### config.mk
export PLATFORM = sky130hd
export DESIGN_NAME = act_skew_top
export DESIGN_NICKNAME = d
export VERILOG_FILES = /design/src/hw/skew_pkg.sv /design/src/hw/skew_ram.sv /design/src/hw/skew_bank.sv /design/src/hw/act_skew_top.sv
export SDC_FILE = /design/constraint.sdc
export NUM_CORES = 1
export LEC_CHECK = 0
export ABC_AREA = 1
export BUFFER_PORTS_ARGS = -buffer_cell sky130_fd_sc_hd__buf_2
export CAP_MARGIN = 20
export CORE_AREA = 3 3 225 227
export CTS_CLUSTER_SIZE = 8
export DETAILED_ROUTE_END_ITERATION = 6
export DIE_AREA = 0 0 228 230
export SYNTH_ARGS = -nofsm -noshare
export SYNTH_HDL_FRONTEND = slang
export SYNTH_SLANG_ARGS = --single-unit
### constraint.sdc
create_clock -name clk -period 6.6 [get_ports clk]
set_input_delay 0.66 -clock clk [delete_from_list [all_inputs] [get_ports clk]]
set_output_delay 0.66 -clock clk [all_outputs]
set_load 0.01 [all_outputs]
### src/hw/skew_pkg.sv
// Sizes are fixed here for every bank; 2**ADDR_WIDTH must be at least NUM_ROW or the skew wraps
package skew_pkg;

    // ==================================================
    // Array geometry
    // ==================================================

    // Bits per activation
    localparam int ACT_WIDTH  = 8;

    // Independent banks, each with its own handshakes
    localparam int NUM_BANK   = 2;

    // Rows per bank, also the skew depth
    // Row j lags row 0 by j vectors
    localparam int NUM_ROW    = 4;

    // ==================================================
    // Storage sizing
    // ==================================================

    // RAM address bits per row
    // 2**ADDR_WIDTH must be >= NUM_ROW
    localparam int ADDR_WIDTH = 3;

    // Entries per row RAM
    localparam int RAM_DEPTH  = 2 ** ADDR_WIDTH;

    // Occupancy count, one extra bit so full is representable
    localparam int CNT_WIDTH  = ADDR_WIDTH + 1;

    // Flat widths used on the top-level buses
    // One bank's vector
    localparam int VEC_WIDTH  = NUM_ROW * ACT_WIDTH;

    // All banks together
    localparam int BUS_WIDTH  = NUM_BANK * VEC_WIDTH;

endpackage

### src/hw/skew_ram.sv
// One row of one bank; no read-during-write bypass, caller must not read an address written the same cycle
`timescale 1ns/100ps

module skew_ram
    import skew_pkg::*;
(
    input  logic                  clk,
    input  logic                  rst_n,
    input  logic                  clear_i,

    // Write port, one activation per push
    input  logic                  wr_en_i,
    input  logic [ADDR_WIDTH-1:0] wr_addr_i,
    input  logic [ACT_WIDTH-1:0]  wr_data_i,

    // Read request from the bank pop logic
    input  logic                  rd_req_i,
    input  logic [ADDR_WIDTH-1:0] rd_addr_i,

    // Held read result with valid/ready
    output logic                  rd_vld_o,
    input  logic                  rd_rdy_i,
    output logic [ACT_WIDTH-1:0]  rd_data_o
);

    // ==================================================
    // Storage
    // ==================================================

    // Row storage, one entry per pointer value
    logic [ACT_WIDTH-1:0] mem [RAM_DEPTH];

    // Output holding register
    logic [ACT_WIDTH-1:0] rd_data_q;

    // Holding register occupied
    logic                 rd_vld_q;

    // Synchronous write
    // Contents survive clear, pointers in the bank make them stale
    always_ff @(posedge clk) begin
        if (wr_en_i) begin
            mem[wr_addr_i] <= wr_data_i;
        end
    end

    // ==================================================
    // Registered read
    // ==================================================

    // Load on request only
    // Old value stays put while the consumer stalls
    always_ff @(posedge clk) begin
        if (rd_req_i) begin
            rd_data_q <= mem[rd_addr_i];
        end
    end

    // Valid flag of the holding register
    // New request wins over a same-cycle handshake
    always_ff @(posedge clk or negedge rst_n) begin
        if (!rst_n) begin
            rd_vld_q <= 1'b0;
        end else if (clear_i) begin
            rd_vld_q <= 1'b0;
        end else if (rd_req_i) begin
            rd_vld_q <= 1'b1;
        end else if (rd_rdy_i) begin
            // Consumed with nothing behind it
            rd_vld_q <= 1'b0;
        end
    end

    // Outputs straight from the registers
    assign rd_vld_o  = rd_vld_q;
    assign rd_data_o = rd_data_q;

    // ==================================================
    // Checks
    // ==================================================

    // Stalled output must not change until taken
    // Relies on the bank never requesting into a full, stalled register
    a_hold_stable: assert property (
        @(posedge clk) disable iff (!rst_n)
        rd_vld_o && !rd_rdy_i && !clear_i |=> $stable(rd_data_o)
    ) else $error("skew_ram: rd_data_o changed while stalled");

endmodule

### src/hw/skew_bank.sv
// One bank; pops only with NUM_ROW vectors held, so the first NUM_ROW-1 vectors never come out alone
`timescale 1ns/100ps

module skew_bank
    import skew_pkg::*;
(
    input  logic                               clk,
    input  logic                               rst_n,
    input  logic                               clear_i,

    // Input vector, row j in slice j
    input  logic [NUM_ROW-1:0][ACT_WIDTH-1:0]  din_data_i,
    input  logic                               din_vld_i,
    output logic                               din_rdy_o,

    // Skewed output vector
    output logic [NUM_ROW-1:0][ACT_WIDTH-1:0]  out_data_o,
    output logic                               out_vld_o,
    input  logic                               out_rdy_i
);

    // ==================================================
    // Pointer and count control
    // ==================================================

    // Next write slot, counts pushes
    logic [ADDR_WIDTH-1:0] wr_ptr;

    // Next read slot, counts pops
    logic [ADDR_WIDTH-1:0] rd_ptr;

    // Vectors pushed and not yet popped
    logic [CNT_WIDTH-1:0]  cnt;

    logic                  full;
    logic                  pop_ok;
    logic                  push;
    logic                  pop;

    // Per-row read valid, all rows move in lockstep
    logic [NUM_ROW-1:0]    row_vld;

    // Diagonal write address per row
    logic [NUM_ROW-1:0][ADDR_WIDTH-1:0] row_wr_addr;

    // Count limits
    assign full   = (cnt == CNT_WIDTH'(RAM_DEPTH));
    assign pop_ok = (cnt >= CNT_WIDTH'(NUM_ROW));

    // Ready from count only, never from din_vld_i
    assign din_rdy_o = !full;

    // Input handshake is the common write strobe
    assign push = din_vld_i && din_rdy_o;

    // Pop when a full diagonal is held and the output slot frees up
    // Held during clear so the stalled word stays put
    assign pop = pop_ok && (!out_vld_o || out_rdy_i) && !clear_i;

    // Write pointer
    always_ff @(posedge clk or negedge rst_n) begin
        if (!rst_n) begin
            wr_ptr <= '0;
        end else if (clear_i) begin
            wr_ptr <= '0;
        end else if (push) begin
            wr_ptr <= wr_ptr + 1'b1;
        end
    end

    // Read pointer
    always_ff @(posedge clk or negedge rst_n) begin
        if (!rst_n) begin
            rd_ptr <= '0;
        end else if (clear_i) begin
            rd_ptr <= '0;
        end else if (pop) begin
            rd_ptr <= rd_ptr + 1'b1;
        end
    end

    // Occupancy count
    // Push and pop together leave it unchanged
    always_ff @(posedge clk or negedge rst_n) begin
        if (!rst_n) begin
            cnt <= '0;
        end else if (clear_i) begin
            cnt <= '0;
        end else if (push && !pop) begin
            cnt <= cnt + 1'b1;
        end else if (pop && !push) begin
            cnt <= cnt - 1'b1;
        end
    end

    // ==================================================
    // Row RAMs
    // ==================================================

    // Row j stores vector v at address v-j
    // A read at rd_ptr then gives element j of vector rd_ptr+j
    for (genvar j = 0; j < NUM_ROW; j++) begin : g_row

        logic [ACT_WIDTH-1:0] row_data;

        // Wraps modulo RAM_DEPTH by width
        assign row_wr_addr[j] = wr_ptr - ADDR_WIDTH'(j);

        skew_ram ram_i (
            .clk       (clk),
            .rst_n     (rst_n),
            .clear_i   (clear_i),
            .wr_en_i   (push),
            .wr_addr_i (row_wr_addr[j]),
            .wr_data_i (din_data_i[j]),
            .rd_req_i  (pop),
            .rd_addr_i (rd_ptr),
            .rd_vld_o  (row_vld[j]),
            .rd_rdy_i  (out_rdy_i),
            .rd_data_o (row_data)
        );

        assign out_data_o[j] = row_data;
    end

    // Bank valid only when every row holds data
    assign out_vld_o = &row_vld;

    // ==================================================
    // Checks
    // ==================================================

    // Count bounded by storage
    a_cnt_max: assert property (
        @(posedge clk) disable iff (!rst_n)
        cnt <= CNT_WIDTH'(RAM_DEPTH)
    ) else $error("skew_bank: count above RAM_DEPTH");

    // Rows share requests, so their valids must agree
    a_rows_lockstep: assert property (
        @(posedge clk) disable iff (!rst_n)
        row_vld == {NUM_ROW{row_vld[0]}}
    ) else $error("skew_bank: row valids diverged");

    // Full blocks writes, the write pointer must not advance
    a_no_write_full: assert property (
        @(posedge clk) disable iff (!rst_n)
        full && !clear_i |=> wr_ptr == $past(wr_ptr)
    ) else $error("skew_bank: write accepted while full");

endmodule

### src/hw/act_skew_top.sv
// Banks share clock, reset and clear only; each bank's handshakes run on their own
`timescale 1ns/100ps

module act_skew_top
    import skew_pkg::*;
(
    input  logic                                             clk,
    input  logic                                             rst_n,

    // Synchronous clear of every bank
    input  logic                                             clear_i,

    // Input vectors, bank b in slice b
    input  logic [NUM_BANK-1:0][NUM_ROW-1:0][ACT_WIDTH-1:0]  din_data_i,
    input  logic [NUM_BANK-1:0]                              din_vld_i,
    output logic [NUM_BANK-1:0]                              din_rdy_o,

    // Skewed output vectors toward the array
    output logic [NUM_BANK-1:0][NUM_ROW-1:0][ACT_WIDTH-1:0]  out_data_o,
    output logic [NUM_BANK-1:0]                              out_vld_o,
    input  logic [NUM_BANK-1:0]                              out_rdy_i
);

    // ==================================================
    // Bank array
    // ==================================================

    // Flat views of the vector buses
    // Instance array splits these into VEC_WIDTH slices
    logic [BUS_WIDTH-1:0] din_flat;
    logic [BUS_WIDTH-1:0] out_flat;

    assign din_flat   = din_data_i;
    assign out_data_o = out_flat;

    // One bank per slice
    // Shared clock, reset and clear
    skew_bank bank_i [NUM_BANK-1:0] (
        .clk        (clk),
        .rst_n      (rst_n),
        .clear_i    (clear_i),
        .din_data_i (din_flat),
        .din_vld_i  (din_vld_i),
        .din_rdy_o  (din_rdy_o),
        .out_data_o (out_flat),
        .out_vld_o  (out_vld_o),
        .out_rdy_i  (out_rdy_i)
    );

endmodule

==> metrics.cfg, run 1 <==
[clocking]
hold_buffers=0
clkTransAtPathRegs_ns=0.05
post_cts_buffers=0
root_buffer=clkbuf_16
cts_resized=0
h-tree-depth=3
cts_tree=yes
clockBufferDepth=3
clock_latency_ns=0.60
numClockSinks=598
cts_buffers=84

[power_and_ir_drop]
p_int_mw=7.67
switchingPower_mw=3.18
comb_power_share=0.202
peakVddDrop_mv=0.215
p_per_area_nw_per_um2=405
p_clk_frac=0.352
p_sw_frac=0.293
power_frac_seq=0.446
p_leak_nw=9.29

[detailed_routing]
drc=0
num_vias=14100
drt_iter0_drc=1212
ant_nets=0
via_per_inst=5.43
routed_wirelength_mm=52.3
wire_per_inst_um=20.1
drtPass1Iterations=5

[setup_path]
worstPathArrival_ns=3.33
crit_required_ns=6.91
crit_type=reg -> reg
critPathMaxFanout=68
r2r-start=bank_i[0].rd_ptr[0]
crit_buf_inv=2
critPathTopFamily=buffers and inverters
cp-end-kind=flip-flop
reg2reg_slack_ns=3.58
startpoint_type=flip-flop
reg2reg_to=bank_i[0].g_row[3].ram_i.rd_data_o[3]
crit_path_cell_trace=clkinv_2 > buf_4 > o21ai_0 > o22ai_1 > nor2_1 > a31oi_1
crit_cells=6
slowest_delay_ns=0.79
reg2reg_depth=6
cp_slowest_cell=clkinv_2

[global_route]
grt_pass1_wl_mm=81.5
track_usage=0.200
grt_max_degree=97
grt.overflow.total=0
grt_pass1_vias=14100
antenna_found_initial=6

[floorplan]
die_w_um=228
pin_count=139
initial_core_util=0.477
core-area_um2=48800
fp.dieH_um=230
die_area_um2=52400
row_count=81

[timing]
rsz0062_at_grt=false
max_freq_ghz=0.331
finalSetupTns_ns=0
finalMaxSlewViolations=0
whs_ns=0.0432
fin_ws_ns=3.58
period_needed_ns=3.02
post-route-period-util=0.458
setup_viol=0
clock_skew_ns=0.0163
tightest_slew_ns=1.08
finalHoldViolCount=0
relSlewSlack=0.274

[logic_synthesis]
synth_fp_nets=1853
ys_seq_area_frac=0.767
ys_seq_elements=598
ys_types=29
postSynthAreaPerCell_um2=13.2
synth_warnings=0
synthesis.instances=1770
synth_area_um2=23300

[finish]
fillerInstances=4054
drive_above_1_share=0.150
syn2layout_area_growth_pct=15.2
mostFrequentLayoutCells=edfxtp_1 (576), nor2_1 (504), o21ai_0 (253)
nets=1999
final_common_cell=edfxtp_1
final_area_um2=26800

[place]
post-place-ws_ns=3.58
hpwl_mm=28.9
port_buffers=138
gp_congestion=0.751
placed_area_um2=24500

[status]
status=completed

[run]
drv_cap=0

[hold_path]
hold_path_class=in -> async

-- worst max path at each step --
| stage | from | endpoint |
|---|---|---|
| after CTS | bank_i[0].rd_ptr[0] | bank_i[0].g_row[3].ram_i.rd_data_o[4] |
| after global routing | bank_i[0].rd_ptr[0] | bank_i[0].g_row[3].ram_i.rd_data_o[4] |
| after global placement | bank_i[0].rd_ptr[0] | bank_i[0].g_row[3].ram_i.rd_data_o[3] |
| after floorplan | out_rdy_i[0] | bank_i[0].cnt[0] |
| after detailed placement | bank_i[0].rd_ptr[0] | bank_i[0].g_row[3].ram_i.rd_data_o[4] |
| final | bank_i[0].rd_ptr[0] | bank_i[0].g_row[3].ram_i.rd_data_o[3] |
-- flip-flops by register name (all words and copies together) (netlist names) --
name and cells:
bank_i.cnt 8, bank_i.g_row.ram_i.mem 512, bank_i.g_row.ram_i.rd_data_o 64, bank_i.g_row.ram_i.rd_vld_o 2, bank_i.rd_ptr 6, bank_i.wr_ptr 6
-- logic make-up (layout without fill, tap and decap cells) --
family | after synthesis | count (layout) | share of synthesized area
and+or+nand+nor | 600 | 600 | 0.100
DFF | 598 | 598 | 0.767
AOI/OAI and AO/OA | 406 | 406 | 0.0947
buffers and inverters | 150 | 317 | 0.0297
adders and majority gates | 12 | 12 | 0.00710
xor gates and xnor gates | 4 | 4 | 0.00150
other | 0 | 1 | 0
-- synth_stat cells, drive strengths merged --
cell type,number,area share
a21o,2,0.00064
a21oi,2,0.00043
a31oi,66,0.018
buf,51,0.013
clkbuf,56,0.0093
clkinv,2,0.00032
dfrtp,22,0.024
edfxtp,576,0.74
fa,2,0.0017
ha,10,0.0054
inv,41,0.0066
nand2,68,0.012
nand3,20,0.0052
nand4,2,0.00054
nor2,506,0.082
nor3,2,0.00043
o21ai,268,0.058
o22ai,68,0.018
or2,2,0.00054
xor2,4,0.0015
-- layer usage --
layer	vias up	global-route usage	part of all wire
li1	6667	-	-
met5	-	0	0.00090
met4	8	0.0734	0.027
met3	104	0.0420	0.056
met2	376	0.329	0.49
met1	6982	0.264	0.43
-- worst register-to-register path, cell delays in order, from the launching register on --
cell and delay, ns:
dfrtp_4 0.76, clkinv_2 0.82, buf_4 0.62, o21ai_0 0.29, o22ai_1 0.10, nor2_1 0.09, a31oi_1 0.05
-- power by group through the flow --
stage	Clock, mW	Combinational, mW	Sequential [mW]
global route	4.07	2.49	4.87
CTS	3.91	2.22	4.84
global placement	0	2.17	4.90
floorplan	0	1.61	4.84
finish	3.82	2.19	4.84
detailed placement	0	2.22	4.91
-- metrics by stage --
step | utilization | instances | total power [mW]
final | 0.549 | 2602 | 10.9
after global routing | 0.549 | 2601 | 11.4
after global placement | 0.502 | 2493 | 7.07
after CTS | 0.549 | 2600 | 11.0
after detailed placement | 0.502 | 2493 | 7.13
after floorplan | - | 1770 | 6.46
-- cell type report --
type	instances	area [um^2]	share of cell area
Sequential cell	598	17900	0.666
Multi-Input combinational cell	1022	4750	0.177
Antenna cell	1	2.50	0.0000933
Inverter	43	164	0.00611
Clock inverter	3	45.0	0.00168
Timing Repair Buffer	167	912	0.0340
Clock buffer	104	2260	0.0843
Tap cell	664	831	0.0310
(Power assumes the default switching activity.)
==> inputs of run 2 (changes only) <==
- PLACE_DENSITY: unset -> 0.67
- clock period: 6.6 -> 2.5 ns (I/O delays scaled with it)
==> metrics.cfg, run 2 (same netlist as run 1, synthesis figures left out) <==
[place]
post-place-ws_ns=0.460  ; -3.12 ns
hpwl_mm=29.8  ; +3.0%
gp_congestion=0.786  ; +4.7%
placed_area_um2=24900  ; +1.7%
port_buffers=138  ; unchanged

[clocking]
clkTransAtPathRegs_ns=0.05  ; about the same
cts_buffers=84  ; unchanged
numClockSinks=598  ; unchanged
cts_tree=yes
clock_latency_ns=0.61  ; about the same
cts_resized=0  ; unchanged
root_buffer=clkbuf_16
clockBufferDepth=3  ; unchanged
h-tree-depth=3  ; unchanged

[run]
drv_cap=0  ; unchanged

[detailed_routing]
num_vias=14600  ; +3.4%
via_per_inst=5.39  ; -0.88%
ant_nets=0  ; unchanged
drtPass1Iterations=5  ; unchanged
drt_iter0_drc=1162  ; -4.1%
drc=0  ; unchanged
wire_per_inst_um=19.1  ; -5.1%
routed_wirelength_mm=51.8  ; -0.94%

[setup_path]
crit_required_ns=2.74  ; -4.17 ns
reg2reg_to=bank_i[1].g_row[1].ram_i.mem[4][0]
slowest_delay_ns=0.55  ; -0.24 ns
cp_slowest_cell=nor2_1
crit_path_start=bank_i[1].cnt[3]
crit_type=reg -> reg
worstPathArrival_ns=2.27  ; -1.06 ns
crit_path_cell_trace=inv_2 > nor2_1 > nand2_2 > nand2_2 > nor2_1 > inv_2 > nor2_1
cp-end-kind=flip-flop
reg2reg_slack_ns=0.47  ; -3.11 ns
reg2reg_depth=7  ; +1
crit_path_end=bank_i[1].g_row[1].ram_i.mem[4][0]
critPathMaxFanout=12  ; -82%
crit_top_cell=nor2_1
startpoint_type=flip-flop
r2r-start=bank_i[1].cnt[3]

[floorplan]
row_count=81  ; unchanged
core-area_um2=48800  ; unchanged
fp.dieH_um=230  ; unchanged
die_area_um2=52400  ; unchanged
initial_core_util=0.477  ; unchanged
die_w_um=228  ; unchanged
pin_count=139  ; unchanged

[status]
status=completed

[hold_path]
hold_path_class=in -> reg

[finish]
syn2layout_area_growth_pct=19.9
multi_input_area_um2=4750  ; unchanged
final_common_cell=edfxtp_1
final_area_um2=27900  ; +4.0%
nets=2104  ; +5.3%
regMostFlops=bank_i.g_row.ram_i.mem
fillerInstances=3884  ; -4.2%
drive_above_1_share=0.160  ; +0.0103
register_area_um2=17900  ; unchanged
largest_reg_flops=512  ; unchanged
finish.utilization=0.571  ; +0.0221
mostFrequentLayoutCells=edfxtp_1 (576), nor2_1 (504), o21ai_0 (253)

[global_route]
track_usage=0.198  ; -0.00142
grt_pass1_wl_mm=81.6  ; +0.16%
grt.overflow.total=0  ; unchanged
antenna_found_initial=0  ; -6
grt_max_degree=130  ; +34%
grt_pass1_vias=14700  ; +4.4%

[timing]
post-route-period-util=0.812  ; +0.354
clock_skew_ns=0.0153  ; -0.00101 ns
finalMaxSlewViolations=0  ; unchanged
fin_ws_ns=0.470  ; -3.11 ns
period_needed_ns=2.03  ; -0.994 ns
finalSetupTns_ns=0  ; unchanged
tightest_slew_ns=0.785  ; -0.300 ns
whs_ns=0.0516  ; +0.00835 ns
relSlewSlack=0.477  ; +0.203
max_freq_ghz=0.493  ; +49%
finalHoldViolCount=0  ; unchanged
rsz0062_at_grt=false
setup_viol=0  ; unchanged

[power_and_ir_drop]
p_leak_nw=9.82  ; +5.6%
p_per_area_nw_per_um2=1040  ; +160%
peakVddDrop_mv=0.731  ; +240%

run 2: area by class of cell:
| cell class | instances | share of cell area |
|---|---|---|
| well taps | 664 | 0.0298 |
| clock inverters | 3 | 0.00197 |
| repair buffers | 272 | 0.0708 |
| inverters | 43 | 0.00583 |
| clock buffers | 112 | 0.0814 |
| multi-input cells | 1022 | 0.170 |
| diodes | 1 | 0.0000897 |
| flip-flops and latches | 598 | 0.640 |
run 2: how the worst min path moves through the flow:
stage / startpoint / end / slack [ns] / cells past startpoint
2_1_floorplan: rst_n / bank_i[0].cnt[0] / -0.05 / 0
3_3_place_gp: rst_n / bank_i[1].rd_ptr[0] / 0.29 / 1
3_5_place_dp: rst_n / bank_i[1].rd_ptr[0] / 0.30 / 1
4_1_cts: out_rdy_i[0] / bank_i[0].g_row[0].ram_i.rd_vld_o / 0.009 / 4
5_1_grt: out_rdy_i[0] / bank_i[0].g_row[0].ram_i.rd_vld_o / 0.07 / 4
6_report: out_rdy_i[0] / bank_i[0].g_row[0].ram_i.rd_vld_o / 0.05 / 4
run 2: layer usage:
metal | vias up | track usage | part of all wire
li1 | 6884 | - | -
met1 | 7204 | 0.257 | 0.42
met2 | 433 | 0.336 | 0.50
met3 | 100 | 0.0375 | 0.053
met4 | 0 | 0.0746 | 0.027
met5 | - | 0 | 0
run 2: what timing repair did:
action | CTS | global route
hold buffers | 66 | 0
buffers inserted | 0 | 0
endpoints found under the hold margin | 538 | 0
run 2: critical path, delay by kind of cell, from the launching register on:
kind	cells	cell delay (ns)
simple gates	5	0.99
buf+inv	2	0.25
flops	1	0.41
run 2: metrics by stage:
step           instances  power (mW)
2_1_floorplan       1770        17.0
3_3_place_gp        2533        18.9
3_5_place_dp        2533        19.1
4_1_cts             2714        29.3
5_1_grt             2714        30.6
6_report            2715        29.0
run 2: power breakdown:
| group | internal [mW] | leakage (nW) | switching (mW) | total [mW] |
|---|---|---|---|---|
| combinational | 2.06 | 3.17 | 4.27 | 6.34 |
| sequential | 12.3 | 5.52 | 0.358 | 12.6 |
| clock | 6.22 | 1.12 | 3.86 | 10.1 |
| total | 20.5 | 9.82 | 8.49 | 29.0 |
